<file path="src/source/cpu_pkg.sv">
package cpu_pkg;

    localparam int WORD_BYTES = 4;

    typedef logic [31:0] word_t;
    typedef logic [31:0] addr_t;

    // memory stage operation
    typedef enum logic [3:0] {
        RAM_NONE = 4'd0,
        RAM_LB   = 4'd1,
        RAM_LBU  = 4'd2,
        RAM_LH   = 4'd3,
        RAM_LHU  = 4'd4,
        RAM_LW   = 4'd5,
        RAM_SB   = 4'd6,
        RAM_SH   = 4'd7,
        RAM_SW   = 4'd8
    } ram_op_e;

    // MIPS cause codes
    typedef enum logic [4:0] {
        EXC_NONE = 5'd0,
        EXC_ADEL = 5'd4,
        EXC_ADES = 5'd5
    } mem_exc_e;

    typedef struct packed {
        ram_op_e op;
        addr_t   addr;
        word_t   wdata;
    } mem_req_t;

endpackage

</file>
<file path="src/source/sram_pkg.sv">
package sram_pkg;

    // byte address bit where the word address begins
    localparam int SRAM_ADDR_LSB = 2;

    // strobes stay low this many cycles
    localparam int SRAM_ACCESS_CYCLES = 2;
    localparam int SRAM_CNT_W = $clog2(SRAM_ACCESS_CYCLES);

    typedef logic [19:0] sram_addr_t;
    typedef logic [3:0]  sram_be_n_t;

    typedef struct packed {
        logic           start;
        logic           write;
        sram_addr_t     word_addr;
        sram_be_n_t     be_n;
        cpu_pkg::word_t wdata;
    } sram_req_t;

    typedef struct packed {
        logic       ce_n;
        logic       oe_n;
        logic       we_n;
        sram_be_n_t be_n;
        sram_addr_t addr;
    } sram_pins_t;

endpackage

</file>
<file path="src/source/load_store_unit.sv">
`timescale 1ns/1ns

module load_store_unit (
    input  cpu_pkg::mem_req_t   req_i,
    input  logic                success_i,
    input  cpu_pkg::word_t      rdata_i,
    output sram_pkg::sram_req_t sram_req_o,
    output logic                pause_o,
    output cpu_pkg::word_t      load_data_o,
    output cpu_pkg::mem_exc_e   exc_o
);
    import cpu_pkg::*;
    import sram_pkg::*;

    logic                     is_load;
    logic                     is_store;
    logic                     is_half;
    logic                     is_word;
    logic                     misaligned;
    logic                     start;
    logic [SRAM_ADDR_LSB-1:0] offset;
    logic [WORD_BYTES-1:0]    be;
    word_t                    wdata_lanes;
    logic [7:0]               lane_byte;
    logic [15:0]              lane_half;

    assign offset = req_i.addr[SRAM_ADDR_LSB-1:0];

    // access class from the op code
    always_comb begin
        is_load  = 1'b0;
        is_store = 1'b0;
        is_half  = 1'b0;
        is_word  = 1'b0;
        case (req_i.op)
            RAM_LB, RAM_LBU: begin
                is_load = 1'b1;
            end
            RAM_LH, RAM_LHU: begin
                is_load = 1'b1;
                is_half = 1'b1;
            end
            RAM_LW: begin
                is_load = 1'b1;
                is_word = 1'b1;
            end
            RAM_SB: begin
                is_store = 1'b1;
            end
            RAM_SH: begin
                is_store = 1'b1;
                is_half  = 1'b1;
            end
            RAM_SW: begin
                is_store = 1'b1;
                is_word  = 1'b1;
            end
            default: begin
                is_load = 1'b0;
            end
        endcase
    end

    assign misaligned = (is_half && offset[0]) || (is_word && (offset != '0));
    assign start      = (is_load || is_store) && !misaligned;

    always_comb begin
        if (!misaligned) begin
            exc_o = EXC_NONE;
        end else if (is_load) begin
            exc_o = EXC_ADEL;
        end else begin
            exc_o = EXC_ADES;
        end
    end

    // lane enables and store data placement
    always_comb begin
        if (is_word) begin
            be          = '1;
            wdata_lanes = req_i.wdata;
        end else if (is_half) begin
            be          = offset[1] ? 4'b1100 : 4'b0011;
            wdata_lanes = {(WORD_BYTES / 2){req_i.wdata[15:0]}};
        end else begin
            be          = 4'b0001 << offset;
            wdata_lanes = {WORD_BYTES{req_i.wdata[7:0]}};
        end
    end

    assign sram_req_o = '{
        start:     start,
        write:     is_store,
        word_addr: req_i.addr[SRAM_ADDR_LSB +: $bits(sram_addr_t)],
        be_n:      ~be,
        wdata:     wdata_lanes
    };

    // pick the addressed lane, then extend
    assign lane_byte = rdata_i[offset * 8 +: 8];
    assign lane_half = offset[1] ? rdata_i[31:16] : rdata_i[15:0];

    always_comb begin
        case (req_i.op)
            RAM_LB:  load_data_o = {{24{lane_byte[7]}}, lane_byte};
            RAM_LBU: load_data_o = {24'd0, lane_byte};
            RAM_LH:  load_data_o = {{16{lane_half[15]}}, lane_half};
            RAM_LHU: load_data_o = {16'd0, lane_half};
            RAM_LW:  load_data_o = rdata_i;
            default: load_data_o = '0;
        endcase
    end

    // hold the pipeline until the controller reports completion
    assign pause_o = start && !success_i;

endmodule

</file>
<file path="config.mk">
export PLATFORM = sky130hd
export DESIGN_NAME = load_store_unit
export DESIGN_NICKNAME = d
export VERILOG_FILES = /design/src/source/cpu_pkg.sv /design/src/source/sram_pkg.sv /design/src/source/load_store_unit.sv
export SDC_FILE = /design/constraint.sdc
export NUM_CORES = 1
export LEC_CHECK = 0
export ABC_AREA = 1
export BUFFER_PORTS_ARGS = -buffer_cell sky130_fd_sc_hd__clkbuf_2
export CAP_MARGIN = 20
export CORE_UTILIZATION = 25
export DETAILED_ROUTE_END_ITERATION = 7
export SLEW_MARGIN = 20
export SYNTH_ARGS = -nofsm -noshare
export SYNTH_HDL_FRONTEND = slang
export SYNTH_SLANG_ARGS = --single-unit
export TNS_END_PERCENT = 10
</file>
<file path="constraint.sdc">
create_clock -name vclk -period 1.2
set_input_delay 0.12 -clock vclk [all_inputs]
set_output_delay 0.12 -clock vclk [all_outputs]
set_load 0.05 [all_outputs]
</file>
After elaboration in Yosys (flattened, before gate mapping)
Index checks and enable logic that the tools add are counted.
{ "word_totals": {"reg_bits": 0, "latch_bits": 0, "mem_bits_rw": 0, "romBits": 0, "out_inout_bits": 96, "word_cells": 37, "n_memories": 0} }
{ "op_classes": {"n_addsub": 0, "n_mul": 0, "div": 0, "order_cmp": 0, "n_eq_ne": 8, "shifts": 2, "n_mux": 13, "bitwise": 1, "n_reduce_logical": 13} }
{ "op_table": {"columns": ["op", "n"], "rows": [
  ["$pmux 32 s5", 1],
  ["$mux 32", 2],
  ["$shiftx 32x6->8", 1],
  ["$eq 4x3->1 const B", 4],
  ["$mux 16", 1],
  ["$mux 4", 3],
  ["$eq 4x2->1 const B", 2],
  ["$reduce_or 3->1", 2],
  ["$mux 1", 5],
  ["$reduce_or 5->1", 1],
  ["$eq 4x1->1 const B", 1],
  ["$eq 4x4->1 const B", 1],
  ["$logic_and 1x1->1", 4],
  ["$not 4->4", 1],
  ["$shl 1x2->4 const A", 1],
  ["$mux 3", 1],
  ["$logic_not 1->1", 2],
  ["$logic_or 1x1->1", 2],
  ["$reduce_bool 2->1", 1],
  ["$reduce_or 2->1", 1]
]} }

Logic depth before layout (Yosys ltp)
Gate-level depths: netlist of the first run.
{ "logic_depth": {"depth_word": 8, "ltp_mapped": 9, "mapped_depth_nobuf": 8} }

Worst setup path before layout of the first run
OpenSTA, ideal clock, no wires.
{ "synth_timing": {"path_type": "input to output", "start": "input port req_i[64] in the netlist's numbering", "end": "output port sram_req_o[16] in the netlist's numbering", "t_arrival_ps": 1685, "t_required_ps": 1080, "slack_ps": -605, "stages": 6, "path_buffers": 1, "path_cell_list": "inv_1 > nor2_1 > nand2_1 > nand2_2 > buf_2 > o21ai_0"} }
{ "synth_rtl": {"columns": ["item", "line", "text"], "rows": [
  ["start: declaration", "load_store_unit.sv:4", "input cpu_pkg::mem_req_t req_i,"],
  ["end: declaration", "load_store_unit.sv:7", "output sram_pkg::sram_req_t sram_req_o,"]
]} }

==> key figures, run 1 <==
STA
  – Final Cycle Share: 113%
  – Worst setup margin: -0.153 ns
  – Tmin final: about 1.4 ns
  – Final setup viols: 63
  – RSZ-0062 raised after global routing: yes
  – Fmax: roughly 0.74 GHz
  – Max-slew violation count: 0
  – Final hold violations: 0

Global routing
  – GRT Util Overall: 21.7%
  – Initial antenna violation count: 0
  – Largest net degree at the start of global routing: 25
  – Total congestion overflow: 0
  – Number of global-route vias before repair: 2721
  – First-pass GRT wire length: around 13000 um

Final layout
  – Finished Cell Area: between 3000 and 4000 um^2
  – Antenna cells: 0
  – Clkbuf count: 0
  – Area delta synth->final: 131%
  – Area occupied by multi-input gates: 1630 um^2
  – Sequential Area: 0 um^2
  – Fillers: ~540
  – Non-Filler Instances: ~560
  – Final net count: between 500 and 600
  – Seq cells: 0
  – Share of cells above drive strength 1: 57.9%

Power
  – Leakage: around 2.2 nW
  – Peak VDD IR: approximately 0.25 mV
  – Total power: 2.29 mW
  – Pwr/cell area: 593 nW/um^2

Drt
  – Detailed router's first-iteration violation count: 98
  – Post-DRT Antenna Nets: 0
  – Drt pass-1 iters: 7
  – Routed len/inst: between 15 and 20 um
  – Via count: 2839
  – Vias per cell: 5.03
  – Post-Route WL: approximately 8500 um
  – Drt drc: 30

Setup path
  – Critical Path Sink Type: output pin
  – CP Data Arrival Time: 1.23 ns
  – Critical Path Fanout Max: 5
  – Data required, critical path: between 1 and 1.5 ns
  – Type of origin of the critical path: primary input
  – Crit Path Class: primary input to output pin

Run
  – Maxcap violations: 0

Synth
  – Synth top cells by count: nand2_1, nand3_1, inv_1
  – Sequential fraction of the synthesis area: 0%
  – Mapped Area: about 1700 um^2
  – Largest cells by area after synthesis: nand2_1, buf_4, nand3_1
  – Synth warnings: 0
  – Library cells used by synthesis: 20
  – Synth top area share: about a third
  – Cell count after synthesis: 349
  – Most frequent cell after synthesis: nand2_1
  – Post-Syn Area per Cell: 4.80 um^2
  – Area leader, netlist: nand2_1

Placement
  – Post-DP HPWL: 5420 um
  – Dpl ws: -0.226 ns
  – Placed instance count: about 560
  – RePlAce Congestion: 0.788
  – Port Buffer Count: 144
  – Post-DP Area: 2810 um^2

Die
  – Die ar.: 7030 um^2
  – Row cnt: 29
  – Initial Util: approximately a quarter
  – Ports: about 200
  – Core area: 6420 um^2
  – Chip Width: 83.8 um
  – Die H: 83.8 um

Outcome
  – Failing checks: DRC, setup timing
  – Outcome: finished, violations left

Min path
  – Hold crit path type: primary input to output pin
==> cells in the final DEF (no fill, tap or decap), types with 2 or more instances in the layout <==
cell type,synthesis,routed
buf_2,12,2
a22oi_1,6,5
clkbuf_16,0,2
nand2_1,141,102
inv_2,5,3
nand3_2,2,21
nand4_1,9,9
o211ai_1,7,7
buf_4,35,23
conb_1,1,3
nand3_1,38,15
nand2_2,3,31
nor2_2,2,3
buf_12,0,29
o21ai_1,0,2
buf_16,0,2
o21ai_2,0,8
nand3_4,0,4
nor2_1,13,4
nand2_4,2,11
inv_1,37,36
clkbuf_2,0,74
buf_8,0,37
nand2_8,0,3
nor2_4,1,9
clkbuf_8,0,9
inv_8,0,3
buf_6,1,3
o21ai_0,32,22
==> layout make-up <==
cell class | instances | share of cell area (%)
timing repair inverter | 1 | 0.291
timing repair buffer | 182 | 50.6
tap | 77 | 2.49
inverter | 42 | 4.53
multi-input combinational | 262 | 42.0
==> critical path: stages <==
cell,delay [ns]
clkbuf_16,0.12
inv_8,0.03
nor2_4,0.18
nand2_4,0.11
nand3_4,0.14
buf_12,0.14
nand2_1,0.06
nand3_2,0.09
nand2_2,0.08
buf_12,0.15
==> per-layer routing <==
metal  routed length [um]  GRT usage [%]  share of wire, %
met5                    0              0                 0
met4                  146           2.98               1.7
met3                  672           2.27               7.9
met2                 4660           45.2                55
met1                 3030           23.4                36
==> per-stage QoR <==
stage | setup TNS [ns] | hold slack, ns | util (%)
after floorplan | -3.83 | 0.336 | -
after global placement | -9.34 | 0.240 | 43.7
after detailed placement | -10.50 | 0.240 | 43.7
after CTS | -5.00 | 0.240 | 55.0
after global routing | -10.68 | 0.240 | 60.2
final | -6.04 | 0.240 | 60.2
==> worst paths after layout <==
| kind | from | end | cells past startpoint |
|---|---|---|---|
| worst max-delay path | req_i[66] | sram_req_o[9] | 10 |
| worst min-delay path | req_i[39] | sram_req_o[41] | 0 |
==> power by group <==
group	switching (mW)	total (mW)	leakage, nW	internal, mW
Clock	0	0	0	0
Combinational	1.36	2.29	2.18	0.929
Sequential	0	0	0	0
Total	1.36	2.29	2.18	0.929
==> repair_timing <==
action / in CTS / in global routing
setup buffers: 4 / 0
pin swaps: 23 / 19
endpoints found under the setup margin: 64 / 64
gates cloned: 4 / 1
hold buffers: 0 / 0
gates resized for setup: 143 / 106
==> cell families after synthesis <==
logic type             count (synthesis)  synth area share, %
AND/OR/NAND/NOR                      212                 54.7
buffers and inverters                 90                 29.4
AO/OA/AOI/OAI                         46                 15.7
other                                  1                0.224
Power figures use the tool's default switching activity.
==> run 2: changes to the inputs <==
--- a/config.mk
+++ b/config.mk
@@ -7,9 +7,10 @@
 export LEC_CHECK = 0
 export ABC_AREA = 1
 export BUFFER_PORTS_ARGS = -buffer_cell sky130_fd_sc_hd__clkbuf_2
-export CAP_MARGIN = 20
+export CAP_MARGIN = 40
 export CORE_UTILIZATION = 25
 export DETAILED_ROUTE_END_ITERATION = 7
+export SETUP_SLACK_MARGIN = 0.05
 export SLEW_MARGIN = 20
 export SYNTH_ARGS = -nofsm -noshare
 export SYNTH_HDL_FRONTEND = slang
==> constraint.sdc (replaced) <==
create_clock -name vclk -period 1.5
set_input_delay 0.15 -clock vclk [all_inputs]
set_output_delay 0.15 -clock vclk [all_outputs]
set_load 0.05 [all_outputs]
==> run 2 against run 1 <==
  * Worst setup slack better by 0.24 ns
  * Highest routed layer unchanged
  * Power down 39%
  * Largest cell class unchanged
  * First-iteration DRC count up 1.0%
  * Non-clock buffer count down 13
  * Sequential share of layout area unchanged
  * Critical path type unchanged
  * Largest power group unchanged
  * Global-route usage down 4.8 points
  * Worst hold slack better by 0.060 ns
  * The flow finishes with violations (DRC)
  * Via count down 6.9%
  * Wire length down 19%
  * Core utilization down 16 points
==> key figures, run 2 (same netlist as run 1, synthesis figures left out) <==
Drt
  – Drt drc: 16
  – Routed len/inst: 12.6 um
  – Post-Route WL: slightly below 7000 um
  – Drt pass-1 iters: 7
  – Via count: 2643
  – Post-DRT Antenna Nets: 0
  – Detailed router's first-iteration violation count: 99
  – Vias per cell: ~4.8

Setup path
  – Type of origin of the critical path: primary input
  – CP Data Arrival Time: 1.26 ns
  – Data required, critical path: 1.35 ns
  – Crit Path Class: primary input to output pin
  – CP max-delay cell: buf_4
  – CP Cell Sequence: clkbuf_4 > inv_4 > nand2_1 > nand2_2 > nand2_1 > nand2_2 > nand3_4 > clkbuf_16 > nand3_1 > buf_4
  – Critical Path Fanout Max: 12
  – Critical Path Sink Type: output pin
  – Critical path's largest stage delay: 0.20 ns

Die
  – Ports: 197
  – Chip Width: 83.8 um
  – Die ar.: 7030 um^2
  – Row cnt: 29
  – Die H: 83.8 um
  – Initial Util: 26.1%
  – Core area: 6420 um^2

STA
  – Final Cycle Share: between 90% and 100%
  – Final setup viols: 0
  – Max-slew violation count: 0
  – Final hold violations: 0
  – Sum Neg Setup Slack: 0 ns
  – Fmax: about 0.7 GHz
  – RSZ-0062 raised after global routing: yes
  – Tmin final: 1.41 ns

Final layout
  – Seq cells: 0
  – Share of cells above drive strength 1: 41.5%
  – Most common cell after layout, fill and taps aside: nand2_1
  – Antenna cells: 0
  – Clkbuf count: 0
  – Most frequent cells in the layout: nand2_1, clkbuf_2, buf_4
  – Sequential Area: 0 um^2
  – Final net count: ~580
  – Non-Filler Instances: 549
  – Area delta synth->final: 70.1%

Min path
  – Worst Hold End: sram_req_o[53]
  – HP Start: req_i[51]
  – Hold crit path type: primary input to output pin
  – WHS Path Cells: 0

Outcome
  – Outcome: finished, violations left
  – Failing checks: DRC

Power
  – Clock power frac: 0%
  – P_sw: 0.939 mW
  – Leakage: 1.74 nW
  – Peak VDD IR: between 0.2 and 0.25 mV
  – Comb power frac: 100.0%
  – Seq pwr share: 0%
  – Cell-internal power: 0.468 mW
  – Pwr/cell area: 494 nW/um^2
  – Switch share: about two thirds

Placement
  – Post-DP HPWL: 5120 um
  – Placed instance count: 547
  – Port Buffer Count: between 100 and 150
  – RePlAce Congestion: just under 0.8

Global routing
  – Number of global-route vias before repair: 2236
  – Total congestion overflow: 0
  – Initial antenna violation count: 0
  – First-pass GRT wire length: between 10000 and 15000 um
  – GRT Util Overall: 16.9%
  – Largest net degree at the start of global routing: 33

Run
  – Maxcap violations: 0
[run 2: cell count changes in the layout (fill, tap and decap cells not counted), sizes merged]
cell,before,now
inv,43,42
nand2,147,146
buf,96,78
clkbuf,86,91
[run 2: how the worst max path moves through the flow]
stage	from	endpoint	slack (ns)	cells past startpoint
6_report	req_i[33]	load_data_o[28]	0.09	10
4_1_cts	req_i[66]	sram_req_o[24]	0.006	9
3_5_place_dp	req_i[67]	sram_req_o[28]	-0.02	9
5_1_grt	req_i[65]	sram_req_o[23]	-0.005	8
3_3_place_gp	req_i[67]	sram_req_o[9]	-0.02	9
2_1_floorplan	req_i[64]	sram_req_o[34]	-0.05	8
[run 2: power groups by stage]
stage | sequential (mW) | combinational [mW] | clock (mW)
after detailed placement | 0 | 1.29 | 0
final | 0 | 1.41 | 0
after CTS | 0 | 1.32 | 0
after global routing | 0 | 1.48 | 0
after floorplan | 0 | 1.02 | 0
after global placement | 0 | 1.29 | 0
[run 2: critical path, delay by kind of cell]
kind                   cells  cell delay, ns
AND/OR/NAND/NOR            6            0.48
buffers and inverters      4            0.62
[run 2: what timing repair did]
item,in CTS,in global routing
setup endpoints to repair,49,63
setup buffers,0,0
hold buffers,0,0
pin swaps,0,1
cloned,0,2
resized for setup,16,138
[run 2: layout make-up]
type,instances,area [um^2]
inverters,42,163
multi-input cells,261,1240
fillers,679,3570
well taps,77,96.3
repair buffers,169,1350
[run 2: metrics by stage]
step | setup WS [ns] | power, mW | util [%] | cell area [um^2] | hold WS [ns]
2_1_floorplan | -0.0495 | 1.02 | - | 1690 | 0.467
3_3_place_gp | -0.0245 | 1.29 | 40.2 | 2580 | 0.300
3_5_place_dp | -0.0234 | 1.29 | 40.2 | 2580 | 0.300
4_1_cts | 0.00622 | 1.32 | 40.9 | 2630 | 0.300
5_1_grt | -0.00539 | 1.48 | 44.3 | 2850 | 0.300
6_report | 0.0875 | 1.41 | 44.3 | 2850 | 0.300
[run 2: per-layer routing]
metal,track usage [%],vias up,wire (um)
met4,2.66,0,84
li1,-,1329,-
met3,0.495,12,371
met1,23.3,1202,3050
met2,29.7,100,3400
met5,0,-,0
==> run 3: changes to the inputs <==
--- a/config.mk
+++ b/config.mk
@@ -10,6 +10,7 @@
 export CAP_MARGIN = 40
 export CORE_UTILIZATION = 25
 export DETAILED_ROUTE_END_ITERATION = 7
+export RECOVER_POWER = 50
 export SETUP_SLACK_MARGIN = 0.05
 export SLEW_MARGIN = 20
 export SYNTH_ARGS = -nofsm -noshare
==> run 3 against run 2 <==
  * The run still ends with DRC left
  * Cell area down 2.5%
  * Power is 1.8% lower
  * Worst hold slack unchanged
  * Non-clock buffer count stayed put
  * Wire length fell by 0.42%
  * Combinational power about the same
  * Sequential cell count unchanged
  * Maximum frequency is 0.55% lower
  * Worst setup slack got worse by 0.0078 ns
  * Sequential share of layout area unchanged
  * Clock-buffer cell count did not move
  * Largest power group unchanged
==> key figures, run 3 (same netlist as run 1, synthesis figures left out) <==
STA
  – Worst Tran Pin Value: 0.608 ns
  – Sum Neg Setup Slack: 0 ns
  – Final hold violations: 0
  – Tmin final: 1.42 ns
  – Fmax: a little over 0.7 GHz
  – RSZ-0062 raised after global routing: yes
  – Relative slew margins: 59.6%
  – Final Cycle Share: 94.7%
  – Final setup viols: 0
  – Max-slew violation count: 0

Final layout
  – Share of cells above drive strength 1: roughly two fifths
  – Clkbuf count: 0
  – Area delta synth->final: 65.9%
  – Seq cells: 0
  – Post-layout util: between 40% and 50%
  – Most frequent cells in the layout: nand2_1, clkbuf_2, buf_4
  – Final net count: 575
  – Antenna cells: 0
  – Sequential Area: 0 um^2
  – Most common cell after layout, fill and taps aside: nand2_1

Drt
  – Post-DRT Antenna Nets: 0
  – Vias per cell: 4.79
  – Routed len/inst: 12.5 um
  – Drt drc: 16
  – Post-Route WL: 6880 um
  – Drt pass-1 iters: 6
  – Detailed router's first-iteration violation count: 142
  – Via count: between 2000 and 3000

Setup path
  – Critical Path Fanout Max: 16
  – Most frequent CP cell: inv_2
  – CP top delay family: buffers and inverters
  – Type of origin of the critical path: primary input
  – Critical Path Sink Type: output pin
  – CP max-delay cell: clkbuf_4
  – CP Data Arrival Time: 1.27 ns
  – Data required, critical path: 1.35 ns
  – Crit Path Class: primary input to output pin
  – Worst Path Buf+Inv: 5
  – Critical path's largest stage delay: approximately 0.22 ns
  – CP Cell Sequence: buf_2 > inv_2 > nor2_4 > nand2_2 > inv_2 > buf_12 > a22oi_1 > nand2_1 > clkbuf_4

Die
  – Initial Util: 26.1%
  – Die ar.: ~7000 um^2
  – Die H: 83.8 um
  – Ports: roughly 200
  – Core area: 6420 um^2
  – Row cnt: 29
  – Chip Width: 83.8 um

Outcome
  – Failing checks: DRC
  – Outcome: finished, violations left

Clocking
  – Post-CTS setup buffer count: 0

Placement
  – RePlAce Congestion: 0.788
  – Post-DP HPWL: 5120 um
  – Port Buffer Count: 144

Min path
  – Hold crit path type: primary input to output pin

Global routing
  – Largest net degree at the start of global routing: 33
  – GRT Util Overall: between 10% and 20%
  – Number of global-route vias before repair: 2236
  – Total congestion overflow: 0
  – Initial antenna violation count: 0
  – First-pass GRT wire length: 10100 um

Power
  – Pwr/cell area: 498 nW/um^2
  – Peak VDD IR: ~0.21 mV
  – Leakage: 1.70 nW

Run
  – Maxcap violations: 0
run 3: cell types whose count changed in the layout (fill, tap and decap cells not counted), sizes merged:
cell,before,now
buf,78,72
clkbuf,91,97
run 3: area by class of cell:
| type | count | area, um^2 |
|---|---|---|
| Inverter | 42 | 163 |
| Fill cell | 693 | 3640 |
| Multi-Input combinational cell | 261 | 1230 |
| Tap cell | 77 | 96.3 |
| Timing Repair Buffer | 169 | 1290 |
run 3: worst paths after layout:
path                      start              to  slack, ns  cells past startpoint
worst max-delay path  req_i[66]  load_data_o[4]       0.08                      9
worst min-delay path  req_i[51]  sram_req_o[53]       0.30                      0
run 3: what timing repair did:
action,4_1_cts,5_1_grt
setup endpoints to repair,49,63
resized for setup,16,138
hold buffers,0,0
pin swaps,0,1
gates cloned,0,2
run 3: where the power goes:
part	internal (mW)	leakage [nW]	switching (mW)
Clock	0	0	0
Combinational	0.449	1.70	0.933
Sequential	0	0	0
run 3: through the flow:
| stage | setup slack [ns] | hold slack (ns) | cells | instance area, um^2 | power, mW |
|---|---|---|---|---|---|
| 2_1_floorplan | -0.0495 | 0.467 | 351 | 1690 | 1.02 |
| 3_3_place_gp | -0.0245 | 0.300 | 547 | 2580 | 1.29 |
| 3_5_place_dp | -0.0234 | 0.300 | 547 | 2580 | 1.29 |
| 4_1_cts | 0.00622 | 0.300 | 547 | 2630 | 1.32 |
| 5_1_grt | -0.00539 | 0.300 | 549 | 2780 | 1.46 |
| 6_report | 0.0797 | 0.300 | 549 | 2780 | 1.38 |
run 3: per-layer routing:
layer	GRT usage [%]	up-vias	part of all wire (%)	wire length (um)
met5	0	-	0	0
met4	2.66	0	1.3	91
met3	0.495	14	6.1	418
met2	29.7	105	49	3340
met1	23.3	1184	44	3020
li1	-	1329	-	-
